`src/design/rename_defines.svh`:
```
`ifndef RENAME_DEFINES_SVH
`define RENAME_DEFINES_SVH

// reorder buffer sizing, tag 0 is reserved for "in register file"
`define ROB_TAG_LEN 4
`define ROB_DEPTH   8

// architectural registers
`define NUM_REGS    32

// major opcodes
`define OP_ALU      7'b0110011
`define OP_ALU_IMM  7'b0010011
`define OP_LOAD     7'b0000011
`define OP_STORE    7'b0100011
`define OP_BRANCH   7'b1100011

`endif

```
`src/design/rename_pkg.sv`:
```
`include "rename_defines.svh"

package rename_pkg;

  // register-register layout
  typedef struct packed {
    logic [6:0] funct7;
    logic [4:0] rs2;
    logic [4:0] rs1;
    logic [2:0] funct3;
    logic [4:0] rd;
    logic [6:0] opcode;
  } r_fields_t;

  // immediate layout, imm overlays funct7 and rs2
  typedef struct packed {
    logic [11:0] imm;
    logic [4:0]  rs1;
    logic [2:0]  funct3;
    logic [4:0]  rd;
    logic [6:0]  opcode;
  } i_fields_t;

  typedef union packed {
    r_fields_t r;
    i_fields_t i;
  } inst_t;

  typedef struct packed {
    logic [4:0] rs1;
    logic [4:0] rs2;
    logic [4:0] rd;
    logic       rs2_used;
    logic       writes_rd;
  } decoded_regs_t;

  typedef struct packed {
    logic [`ROB_TAG_LEN-1:0] tag;
    logic                    ready;
    logic                    used;
  } map_packet_t;

  typedef struct packed {
    logic                    valid;
    logic [4:0]              rd;
    logic [`ROB_TAG_LEN-1:0] tag;
  } commit_t;

endpackage

```
`src/design/inst_decode.sv`:
```
`include "rename_defines.svh"

module inst_decode (
  input  rename_pkg::inst_t         inst,
  output rename_pkg::decoded_regs_t regs
);

  logic [6:0] opcode;
  logic       writes_rd;
  logic       rs2_used;

  assign opcode = inst.r.opcode;

  always_comb begin
    writes_rd = 1'b0;
    rs2_used  = 1'b0;
    case (opcode)
      `OP_ALU: begin
        writes_rd = 1'b1;
        rs2_used  = 1'b1;
      end
      `OP_ALU_IMM, `OP_LOAD: begin
        writes_rd = 1'b1; // rs2 slot holds imm bits
      end
      `OP_STORE, `OP_BRANCH: begin
        rs2_used = 1'b1; // rd slot holds imm bits
      end
      default: begin
      end
    endcase
  end

  always_comb begin
    regs.writes_rd = writes_rd;
    regs.rs2_used  = rs2_used;
    regs.rs1       = inst.r.rs1;
    regs.rd        = writes_rd ? inst.r.rd : 5'd0;
    // unused rs2 reads as x0 so imm bits never hit the map
    regs.rs2       = rs2_used ? inst.r.rs2 : 5'd0;
  end

endmodule

```
`src/design/map_table.sv`:
```
`include "rename_defines.svh"

module map_table (
  input  logic                      clock,
  input  logic                      reset,
  input  rename_pkg::decoded_regs_t regs,
  input  logic                      dispatch,
  input  logic [`ROB_TAG_LEN-1:0]   alloc_tag,
  input  logic                      wb_valid,
  input  logic [`ROB_TAG_LEN-1:0]   wb_tag,
  input  rename_pkg::commit_t       commit,
  input  logic                      branch_speculating,
  input  logic                      branch_determined,
  input  logic                      branch_misprediction,
  output rename_pkg::map_packet_t   rs1_packet,
  output rename_pkg::map_packet_t   rs2_packet
);
  import rename_pkg::*;

  localparam int TAG_LEN = `ROB_TAG_LEN;

  logic [TAG_LEN-1:0]   tag_q [`NUM_REGS];
  logic [TAG_LEN-1:0]   tag_d [`NUM_REGS];
  logic [`NUM_REGS-1:0] ready_q;
  logic [`NUM_REGS-1:0] ready_d;

  // checkpoint taken at branch dispatch
  logic [TAG_LEN-1:0]   ckpt_tag_q [`NUM_REGS];
  logic [TAG_LEN-1:0]   ckpt_tag_d [`NUM_REGS];
  logic [`NUM_REGS-1:0] ckpt_ready_q;
  logic [`NUM_REGS-1:0] ckpt_ready_d;

  logic wb_live;
  logic squash;
  logic install;

  assign wb_live = wb_valid && wb_tag != '0;
  assign squash  = branch_determined && branch_misprediction;
  assign install = dispatch && regs.writes_rd && regs.rd != '0 && !squash; // wrong path dropped

  function automatic map_packet_t lookup(input logic [4:0] src, input logic used);
    map_packet_t p;
    p.used = used;
    if (src == '0) begin
      p.tag   = '0;
      p.ready = 1'b1;
    end else begin
      p.tag   = tag_q[src];
      p.ready = ready_q[src] || (wb_live && wb_tag == tag_q[src]); // forward
    end
    return p;
  endfunction

  always_comb begin
    rs1_packet = lookup(regs.rs1, 1'b1);
    rs2_packet = lookup(regs.rs2, regs.rs2_used);
  end

  always_comb begin
    tag_d        = tag_q;
    ready_d      = ready_q;
    ckpt_tag_d   = ckpt_tag_q;
    ckpt_ready_d = ckpt_ready_q;

    // writeback wakes every register still pointing at the tag
    for (int r = 1; r < `NUM_REGS; r++) begin
      if (wb_live && tag_q[r] == wb_tag) begin
        ready_d[r] = 1'b1;
      end
      if (wb_live && ckpt_tag_q[r] == wb_tag) begin
        ckpt_ready_d[r] = 1'b1;
      end
    end

    // retire clears only a mapping that is still current
    if (commit.valid && commit.rd != '0) begin
      if (tag_q[commit.rd] == commit.tag) begin
        tag_d[commit.rd]   = '0;
        ready_d[commit.rd] = 1'b0;
      end
      if (ckpt_tag_q[commit.rd] == commit.tag) begin
        ckpt_tag_d[commit.rd]   = '0;
        ckpt_ready_d[commit.rd] = 1'b0;
      end
    end

    if (install) begin
      tag_d[regs.rd]   = alloc_tag;
      ready_d[regs.rd] = 1'b0;
      if (!branch_speculating) begin
        ckpt_tag_d[regs.rd]   = alloc_tag;
        ckpt_ready_d[regs.rd] = 1'b0;
      end
    end

    if (squash) begin
      tag_d   = ckpt_tag_d;
      ready_d = ckpt_ready_d;
    end else if (branch_determined) begin
      ckpt_tag_d   = tag_d; // branch was right, speculative state is now real
      ckpt_ready_d = ready_d;
    end
  end

  always_ff @(posedge clock) begin
    if (reset) begin
      tag_q        <= '{default: '0};
      ready_q      <= '0;
      ckpt_tag_q   <= '{default: '0};
      ckpt_ready_q <= '0;
    end else begin
      tag_q        <= tag_d;
      ready_q      <= ready_d;
      ckpt_tag_q   <= ckpt_tag_d;
      ckpt_ready_q <= ckpt_ready_d;
    end
  end

endmodule

```
`src/design/reorder_buffer.sv`:
```
`include "rename_defines.svh"

module reorder_buffer (
  input  logic                    clock,
  input  logic                    reset,
  input  logic                    dispatch,
  input  logic [4:0]              rd,
  input  logic                    wb_valid,
  input  logic [`ROB_TAG_LEN-1:0] wb_tag,
  input  logic                    branch_speculating,
  input  logic                    branch_determined,
  input  logic                    branch_misprediction,
  output logic [`ROB_TAG_LEN-1:0] alloc_tag,
  output logic                    full,
  output rename_pkg::commit_t     commit
);

  localparam int TAG_LEN = `ROB_TAG_LEN;
  localparam int IDX_LEN = $clog2(`ROB_DEPTH);
  localparam int CNT_LEN = $clog2(`ROB_DEPTH + 1);

  logic [IDX_LEN-1:0]    head;
  logic [IDX_LEN-1:0]    tail;
  logic [CNT_LEN-1:0]    count;
  logic [CNT_LEN-1:0]    spec_cnt;
  logic [4:0]            rd_q [`ROB_DEPTH];
  logic [`ROB_DEPTH-1:0] done_q;
  logic [`ROB_DEPTH-1:0] spec_q;

  logic               squash;
  logic               alloc;
  logic               alloc_spec;
  logic               retire;
  logic [IDX_LEN-1:0] wb_idx;

  assign squash     = branch_determined && branch_misprediction;
  assign alloc      = dispatch && !squash;
  assign alloc_spec = branch_speculating && !branch_determined;
  assign retire     = commit.valid;
  assign wb_idx     = IDX_LEN'(wb_tag - 1'b1); // tags are index + 1

  assign alloc_tag = TAG_LEN'(tail) + 1'b1;
  assign full      = count == CNT_LEN'(`ROB_DEPTH);

  always_comb begin
    commit.valid = count != '0 && done_q[head] && !spec_q[head];
    commit.rd    = rd_q[head];
    commit.tag   = TAG_LEN'(head) + 1'b1;
  end

  // marked entries sit together at the young end, so their number is how
  // far the tail moves back on a squash
  always_comb begin
    spec_cnt = '0;
    for (int i = 0; i < `ROB_DEPTH; i++) begin
      spec_cnt = spec_cnt + CNT_LEN'(spec_q[i]);
    end
  end

  always_ff @(posedge clock) begin
    if (alloc) begin
      rd_q[tail] <= rd;
    end
  end

  always_ff @(posedge clock) begin
    if (reset) begin
      head   <= '0;
      tail   <= '0;
      count  <= '0;
      done_q <= '0;
      spec_q <= '0;
    end else begin
      if (alloc) begin
        done_q[tail] <= 1'b0;
        spec_q[tail] <= alloc_spec;
        tail         <= tail + 1'b1;
      end

      if (wb_valid && wb_tag != '0) begin
        done_q[wb_idx] <= 1'b1;
      end

      if (retire) begin
        head <= head + 1'b1;
      end

      if (squash) begin
        spec_q <= '0;
        tail   <= tail - IDX_LEN'(spec_cnt);
      end else if (branch_determined) begin
        spec_q <= '0; // correct prediction
      end

      count <= count + CNT_LEN'(alloc) - CNT_LEN'(retire)
               - (squash ? spec_cnt : CNT_LEN'(0));
    end
  end

endmodule

```
`src/design/rename_unit.sv`:
```
`include "rename_defines.svh"

module rename_unit (
  input  logic                    clock,
  input  logic                    reset,
  input  logic                    dispatch,
  input  rename_pkg::inst_t       inst,
  input  logic                    wb_valid,
  input  logic [`ROB_TAG_LEN-1:0] wb_tag,
  input  logic                    branch_speculating,
  input  logic                    branch_determined,
  input  logic                    branch_misprediction,
  output rename_pkg::map_packet_t rs1_packet,
  output rename_pkg::map_packet_t rs2_packet,
  output logic [`ROB_TAG_LEN-1:0] alloc_tag,
  output logic                    full,
  output rename_pkg::commit_t     commit
);
  import rename_pkg::*;

  decoded_regs_t regs;

  inst_decode u_decode (
    .inst (inst),
    .regs (regs)
  );

  map_table u_map (
    .clock                (clock),
    .reset                (reset),
    .regs                 (regs),
    .dispatch             (dispatch),
    .alloc_tag            (alloc_tag),
    .wb_valid             (wb_valid),
    .wb_tag               (wb_tag),
    .commit               (commit),
    .branch_speculating   (branch_speculating),
    .branch_determined    (branch_determined),
    .branch_misprediction (branch_misprediction),
    .rs1_packet           (rs1_packet),
    .rs2_packet           (rs2_packet)
  );

  // rd is already zero when the instruction has no destination
  reorder_buffer u_rob (
    .clock                (clock),
    .reset                (reset),
    .dispatch             (dispatch),
    .rd                   (regs.rd),
    .wb_valid             (wb_valid),
    .wb_tag               (wb_tag),
    .branch_speculating   (branch_speculating),
    .branch_determined    (branch_determined),
    .branch_misprediction (branch_misprediction),
    .alloc_tag            (alloc_tag),
    .full                 (full),
    .commit               (commit)
  );

endmodule

```
`config.mk`:
```
export PLATFORM = sky130hd
export DESIGN_NAME = rename_unit
export DESIGN_NICKNAME = d
export VERILOG_FILES = /design/src/design/rename_pkg.sv /design/src/design/inst_decode.sv /design/src/design/map_table.sv /design/src/design/reorder_buffer.sv /design/src/design/rename_unit.sv
export VERILOG_INCLUDE_DIRS = /design/src /design/src/design
export SDC_FILE = /design/constraint.sdc
export NUM_CORES = 2
export LEC_CHECK = 0
export BUFFER_PORTS_ARGS = -buffer_cell sky130_fd_sc_hd__clkbuf_2
export CAP_MARGIN = 10
export CELL_PAD_IN_SITES_DETAIL_PLACEMENT = 1
export CELL_PAD_IN_SITES_GLOBAL_PLACEMENT = 1
export CORE_MARGIN = 2
export CORE_UTILIZATION = 35
export CTS_CLUSTER_SIZE = 10
export DETAILED_ROUTE_END_ITERATION = 8
export GPL_ROUTABILITY_DRIVEN = 0
export GPL_TIMING_DRIVEN = 0
export PLACE_DENSITY = 0.62
export SYNTH_ARGS = -nofsm -noshare
export SYNTH_HDL_FRONTEND = slang
export SYNTH_SLANG_ARGS = --single-unit
export TNS_END_PERCENT = 30
```
`constraint.sdc`:
```
create_clock -name clock -period 5.25 [get_ports clock]
set_input_delay 0.7875 -clock clock [delete_from_list [all_inputs] [get_ports clock]]
set_output_delay 0.7875 -clock clock [all_outputs]
set_load 0.02 [all_outputs]
```
Word level (Yosys, flattened, before mapping). Memories as Yosys holds them, arrays and structs flattened. A register that Yosys moved wholly into a read port is not among the register bits. Index checks and enable logic that the tools add are counted.

Register bits: 346. RAM bits: 40. Memories: 1. Output and inout bits: 27. Word-level logic and storage cells: 421.

Bitwise gates (word level): 16. Add/sub/neg operators: 16. $lt $le $gt $ge: 17. Reductions and logical operators: 95. Eq/ne operators: 72. Multiplexer cells: 133.

Memory list: u_rob.rd_q (words 8, bits a word 5, read ports 1, clocked after memory_dff 1, wr ports 1, RTL line reorder_buffer.sv:26) `` logic [4:0] rd_q [`ROB_DEPTH]; ``.

Operator list (number): 2-to-1 mux 128 bit (10); 2-to-1 mux 32 bit (10); equality test 4 bit (66); bitwise AND 128 bit (2); bitwise mux 128 bit (2); bitwise AND 32 bit (4); NOT 128 bit (1); binary-select mux 4 bit (select 5 bit) (4); logical AND 1 bit (80); 2-to-1 mux 1 bit (74); NOT 32 bit (2); 2-to-1 mux 4 bit (11); demux 4 bit (select 5 bit) (2); adder 4 x 1 -> 4 bit (7); >= comparator 6 bit (second input constant) (4); < comparator 5 x 6 -> 1 bit (second input constant) (4); 2-to-1 mux 8 bit (3); NOT 5 -> 6 bit (4); 2-to-1 mux 5 bit (4); equality test 7 x 6 -> 1 bit (second input constant) (2); < comparator 3 x 4 -> 1 bit (second input constant) (3); < comparator 6 x 1 -> 1 bit (second input constant) (2); 2-to-1 mux 3 bit (4); binary-select mux 1 bit (select 5 bit) (2); 27 further kinds (42).

Depth between registers and ports, before layout.
Depth in word-level cells: 14. Depth in mapped cells: 20. Depth with buffers taken out: 16.

Cells and area by module. Synthesis repeated with hierarchy kept, for this count alone.

Cell total of the unflattened synthesis: 2644. Area total of the unflattened synthesis: 25066.5 sq um.

By module, submodules not included: map_table (area each 21628.2 sq um, times used 1, seq. area each 6406.1 sq um, cells an instance 2355); reorder_buffer (area each 3234.4 sq um, times used 1, seq. area each 1781.7 sq um, cells an instance 261); inst_decode (area each 203.9 sq um, times used 1, seq. area each 0.0 sq um, cells an instance 28).

Worst setup path before layout. No wires, ideal clock.

Kind: input -> output. Start point: input port inst[15] in the netlist's numbering. End point: output port rs1_packet[1] in the netlist's numbering. Path slack: 0.527 ns. Path buffers: 3. Cell stages on the path: 9. Arrival time: 3.936 ns. Path through: clkbuf_1 > buf_1 > clkbuf_1 > mux4_2 > mux4_2 > mux2i_1 > xor2_1 > nand2_1 > o41ai_1.

RTL lines: start: declaration (RTL line rename_unit.sv:7) `input rename_pkg::inst_t inst,`; end: declaration (RTL line rename_unit.sv:13) `output rename_pkg::map_packet_t rs1_packet,`.

==> results.sh <==
export IMPL_syn_area_per_cell_um2=8.58
export IMPL_grt_util_all_layers=0.436
export IMPL_ys_ff_latch=389
export IMPL_ios=70
export IMPL_die_h_um=275
export IMPL_crit_buf_inv=7
export IMPL_p_leak_nw=11.1
export IMPL_drt_iter0_markers=4947
export IMPL_ys_flop_type="dfxtp_1"
export IMPL_ant_nets=0
export IMPL_relSlewSlack=-0.0103
export IMPL_synth_area_um2=25600
export IMPL_syn_inst=2989
export IMPL_vias_per_cell=7.26
export IMPL_syn_num_nets=3050
export IMPL_maxCapViolCount=2
export IMPL_hold_class="reg -> reg"
export IMPL_crit_fanout=10
export IMPL_nNetsFinal=3192
export IMPL_hold_violations=0
export IMPL_drc=61
export IMPL_wl_mm=168
export IMPL_path_class="reg -> reg"
export IMPL_die_x_um=275
export IMPL_finalPower_mw=8.28
export IMPL_clk_pin_slew_ns=0.06
export IMPL_area_growth_pct=15.7
export IMPL_crit_arrival_ns=5.80
export IMPL_layout_drive_gt1_share=0.129
export IMPL_cts_buffers=49
export IMPL_grt_max_degree=20
export IMPL_cp_cell_sequence="buf_4 > buf_8 > mux4_2 > mux2i_4 > buf_12 > clkinvlp_4 > buf_4 > a21oi_4 > nand4_1 > nand3_1 > a21oi_1 > a311o_1 > and3b_1 > buf_2 > nand3_2 > buf_4 > o211a_1 > a221o_1"
export IMPL_grt_pass1_wl_mm=230
export IMPL_async_flop_share=0
export IMPL_dp_hpwl_mm=124
export IMPL_worst_setup_path_start_kind="register"
export IMPL_clock_path_buffers=3
export IMPL_cp_end_kind="register"
export IMPL_rows=99
export IMPL_critPathMaxStageDelay_ns=0.56
export IMPL_p_per_area_nw_per_um2=279
export IMPL_fmaxAchievable_ghz=0.189
export IMPL_worstMarginPinSlew_ns=1.52
export IMPL_run_status="finished with violations"
export IMPL_slew_viol_final=21
export IMPL_vdd_ir_drop_max_mv=0.275
export IMPL_start_util=0.353
export IMPL_core_area_um2=72700
export IMPL_yosysUniqueCellTypes=89
export IMPL_cp_slowest_cell="mux4_2"
export IMPL_cts_sinks=389
export IMPL_numPortBuffers=50
export IMPL_finClkSkew_ns=0.0354
export IMPL_post_route_period_util=1.01
export IMPL_final_cell_mix="dfxtp_1 (349), nand2_1 (348), nor2_1 (329)"
export IMPL_vias=30000
export IMPL_first_global_vias=28900
export IMPL_crit_top_cell="buf_4"
export IMPL_synth_edf_count=40
export IMPL_cp_required_ns=5.76
export IMPL_clock_latency_ns=0.65
export IMPL_gr_total_overflow=0
export IMPL_yosys_warnings=0
export IMPL_setup_ws_ns=-0.0473
export IMPL_wl_per_cell_um=40.7
export IMPL_dieArea_um2=75400
export IMPL_dr_pass1_iters=9
export IMPL_root_buffer="clkbuf_16"
export IMPL_cp_top_family="compound AO/OA/AOI/OAI gates"
export IMPL_cts_tree="yes"
export IMPL_synth_yosys_seq_area_share=0.319
export IMPL_setup_violations=11
export IMPL_h_tree_depth=2
export IMPL_grt_antenna_before_repair=14
export IMPL_layout_min_cycle_time_ns=5.30
export IMPL_tns_ns=-0.231
export IMPL_final_common_cell="dfxtp_1"
export IMPL_pre_cts_ws_ns=-2.12
export IMPL_violations="DRC, capacitance limit, slew limit, setup timing"
-- synthesized netlist by cell type (62+ instances only) --
library cell	number	area share
nand2_1	352	0.052
dfxtp_1	349	0.27
nor2_1	336	0.049
xor2_1	243	0.083
clkbuf_1	178	0.026
a221o_1	173	0.068
a21oi_1	128	0.025
inv_1	86	0.013
nand3_1	83	0.016
mux2i_1	81	0.032
mux4_2	72	0.063
nor4_1	67	0.016
nand4_1	62	0.015
-- worst reg2reg max path, cell delays in order, from the launching register on --
cell and delay (ns):
dfxtp_1 0.31, buf_4 0.17, buf_8 0.17, mux4_2 0.56, mux2i_4 0.18, buf_12 0.16
clkinvlp_4 0.15, buf_4 0.17, a21oi_4 0.40, nand4_1 0.20, nand3_1 0.16, a21oi_1 0.08
a311o_1 0.40, and3b_1 0.22, buf_2 0.33, nand3_2 0.40, buf_4 0.40, o211a_1 0.33
a221o_1 0.38
-- kinds of logic (layout without fill, tap and decap cells) --
group / Yosys count / count (layout) / share of synthesized area
muxes: 157 / 157 / 0.0972
other: 1 / 7 / 0.000146
buffers and inverters: 347 / 521 / 0.0562
AOI/OAI and AO/OA: 751 / 751 / 0.236
and+or+nand+nor: 1056 / 1056 / 0.188
xor gates and xnor gates: 270 / 270 / 0.0922
adders and majority gates: 18 / 18 / 0.0111
DFF: 389 / 389 / 0.319
-- cell type report --
class | instances | area [um^2]
Timing Repair Buffer | 95 | 802
Tap cell | 959 | 1200
Buffer | 251 | 1200
Clock inverter | 9 | 98.8
Clock buffer | 74 | 1440
Antenna cell | 6 | 15.0
Fill cell | 8556 | 43000
Inverter | 92 | 354
Multi-Input combinational cell | 2253 | 16400
Sequential cell | 389 | 8190
-- routing by layer --
layer / track usage / vias up / part of all wire
met5: 0.0301 / - / 0.0020
met3: 0.211 / 922 / 0.15
met2: 0.604 / 2721 / 0.39
met4: 0.334 / 16 / 0.10
met1: 0.513 / 14800 / 0.36
li1: - / 11500 / -
-- final timing paths --
kind	end	cells past startpoint	start	slack (ns)
setup / recovery	u_map.tag_q[84]	18	register	-0.05
setup reg to reg	u_map.tag_q[84]	18	register	-0.05
hold reg to reg	u_map.ready_q[0]	2	u_map.ckpt_ready_q[0]	0.46
hold / removal	u_map.ready_q[0]	2	u_map.ckpt_ready_q[0]	0.46
-- power by group --
part | internal (mW) | switching [mW]
Combinational | 0.448 | 1.34
Clock | 1.89 | 1.50
Sequential | 3.04 | 0.0646
Total | 5.38 | 2.90
-- registers in the layout, indices dropped and copies added (netlist names), named ones only --
name / flops
u_rob.head: 3
u_rob.rd_q: 40
u_rob.spec_q: 8
u_map.ckpt_ready_q: 32
u_rob.tail: 3
u_rob.count: 4
u_map.tag_q: 128
u_map.ckpt_tag_q: 128
u_rob.done_q: 8
u_map.ready_q: 32
-- stage by stage --
step / hold slack (ns) / cell area (um^2) / instances / utilization
final: 0.462 / 29700 / 4128 / 0.408
after global routing: 0.493 / 29700 / 4123 / 0.408
after CTS: 0.466 / 29200 / 4105 / 0.402
after detailed placement: 0.460 / 27400 / 4015 / 0.377
after global placement: 0.447 / 27100 / 3998 / 0.372
after floorplan: 0.432 / 25600 / 2989 / -
-- what timing repair did --
item                       4_1_cts  5_1_grt
hold buffers                     0        0
pin swaps                        3        4
setup buffers                   10       11
setup endpoints to repair      302      280
resized for setup               60       82
Power figures use the tool's default switching activity.
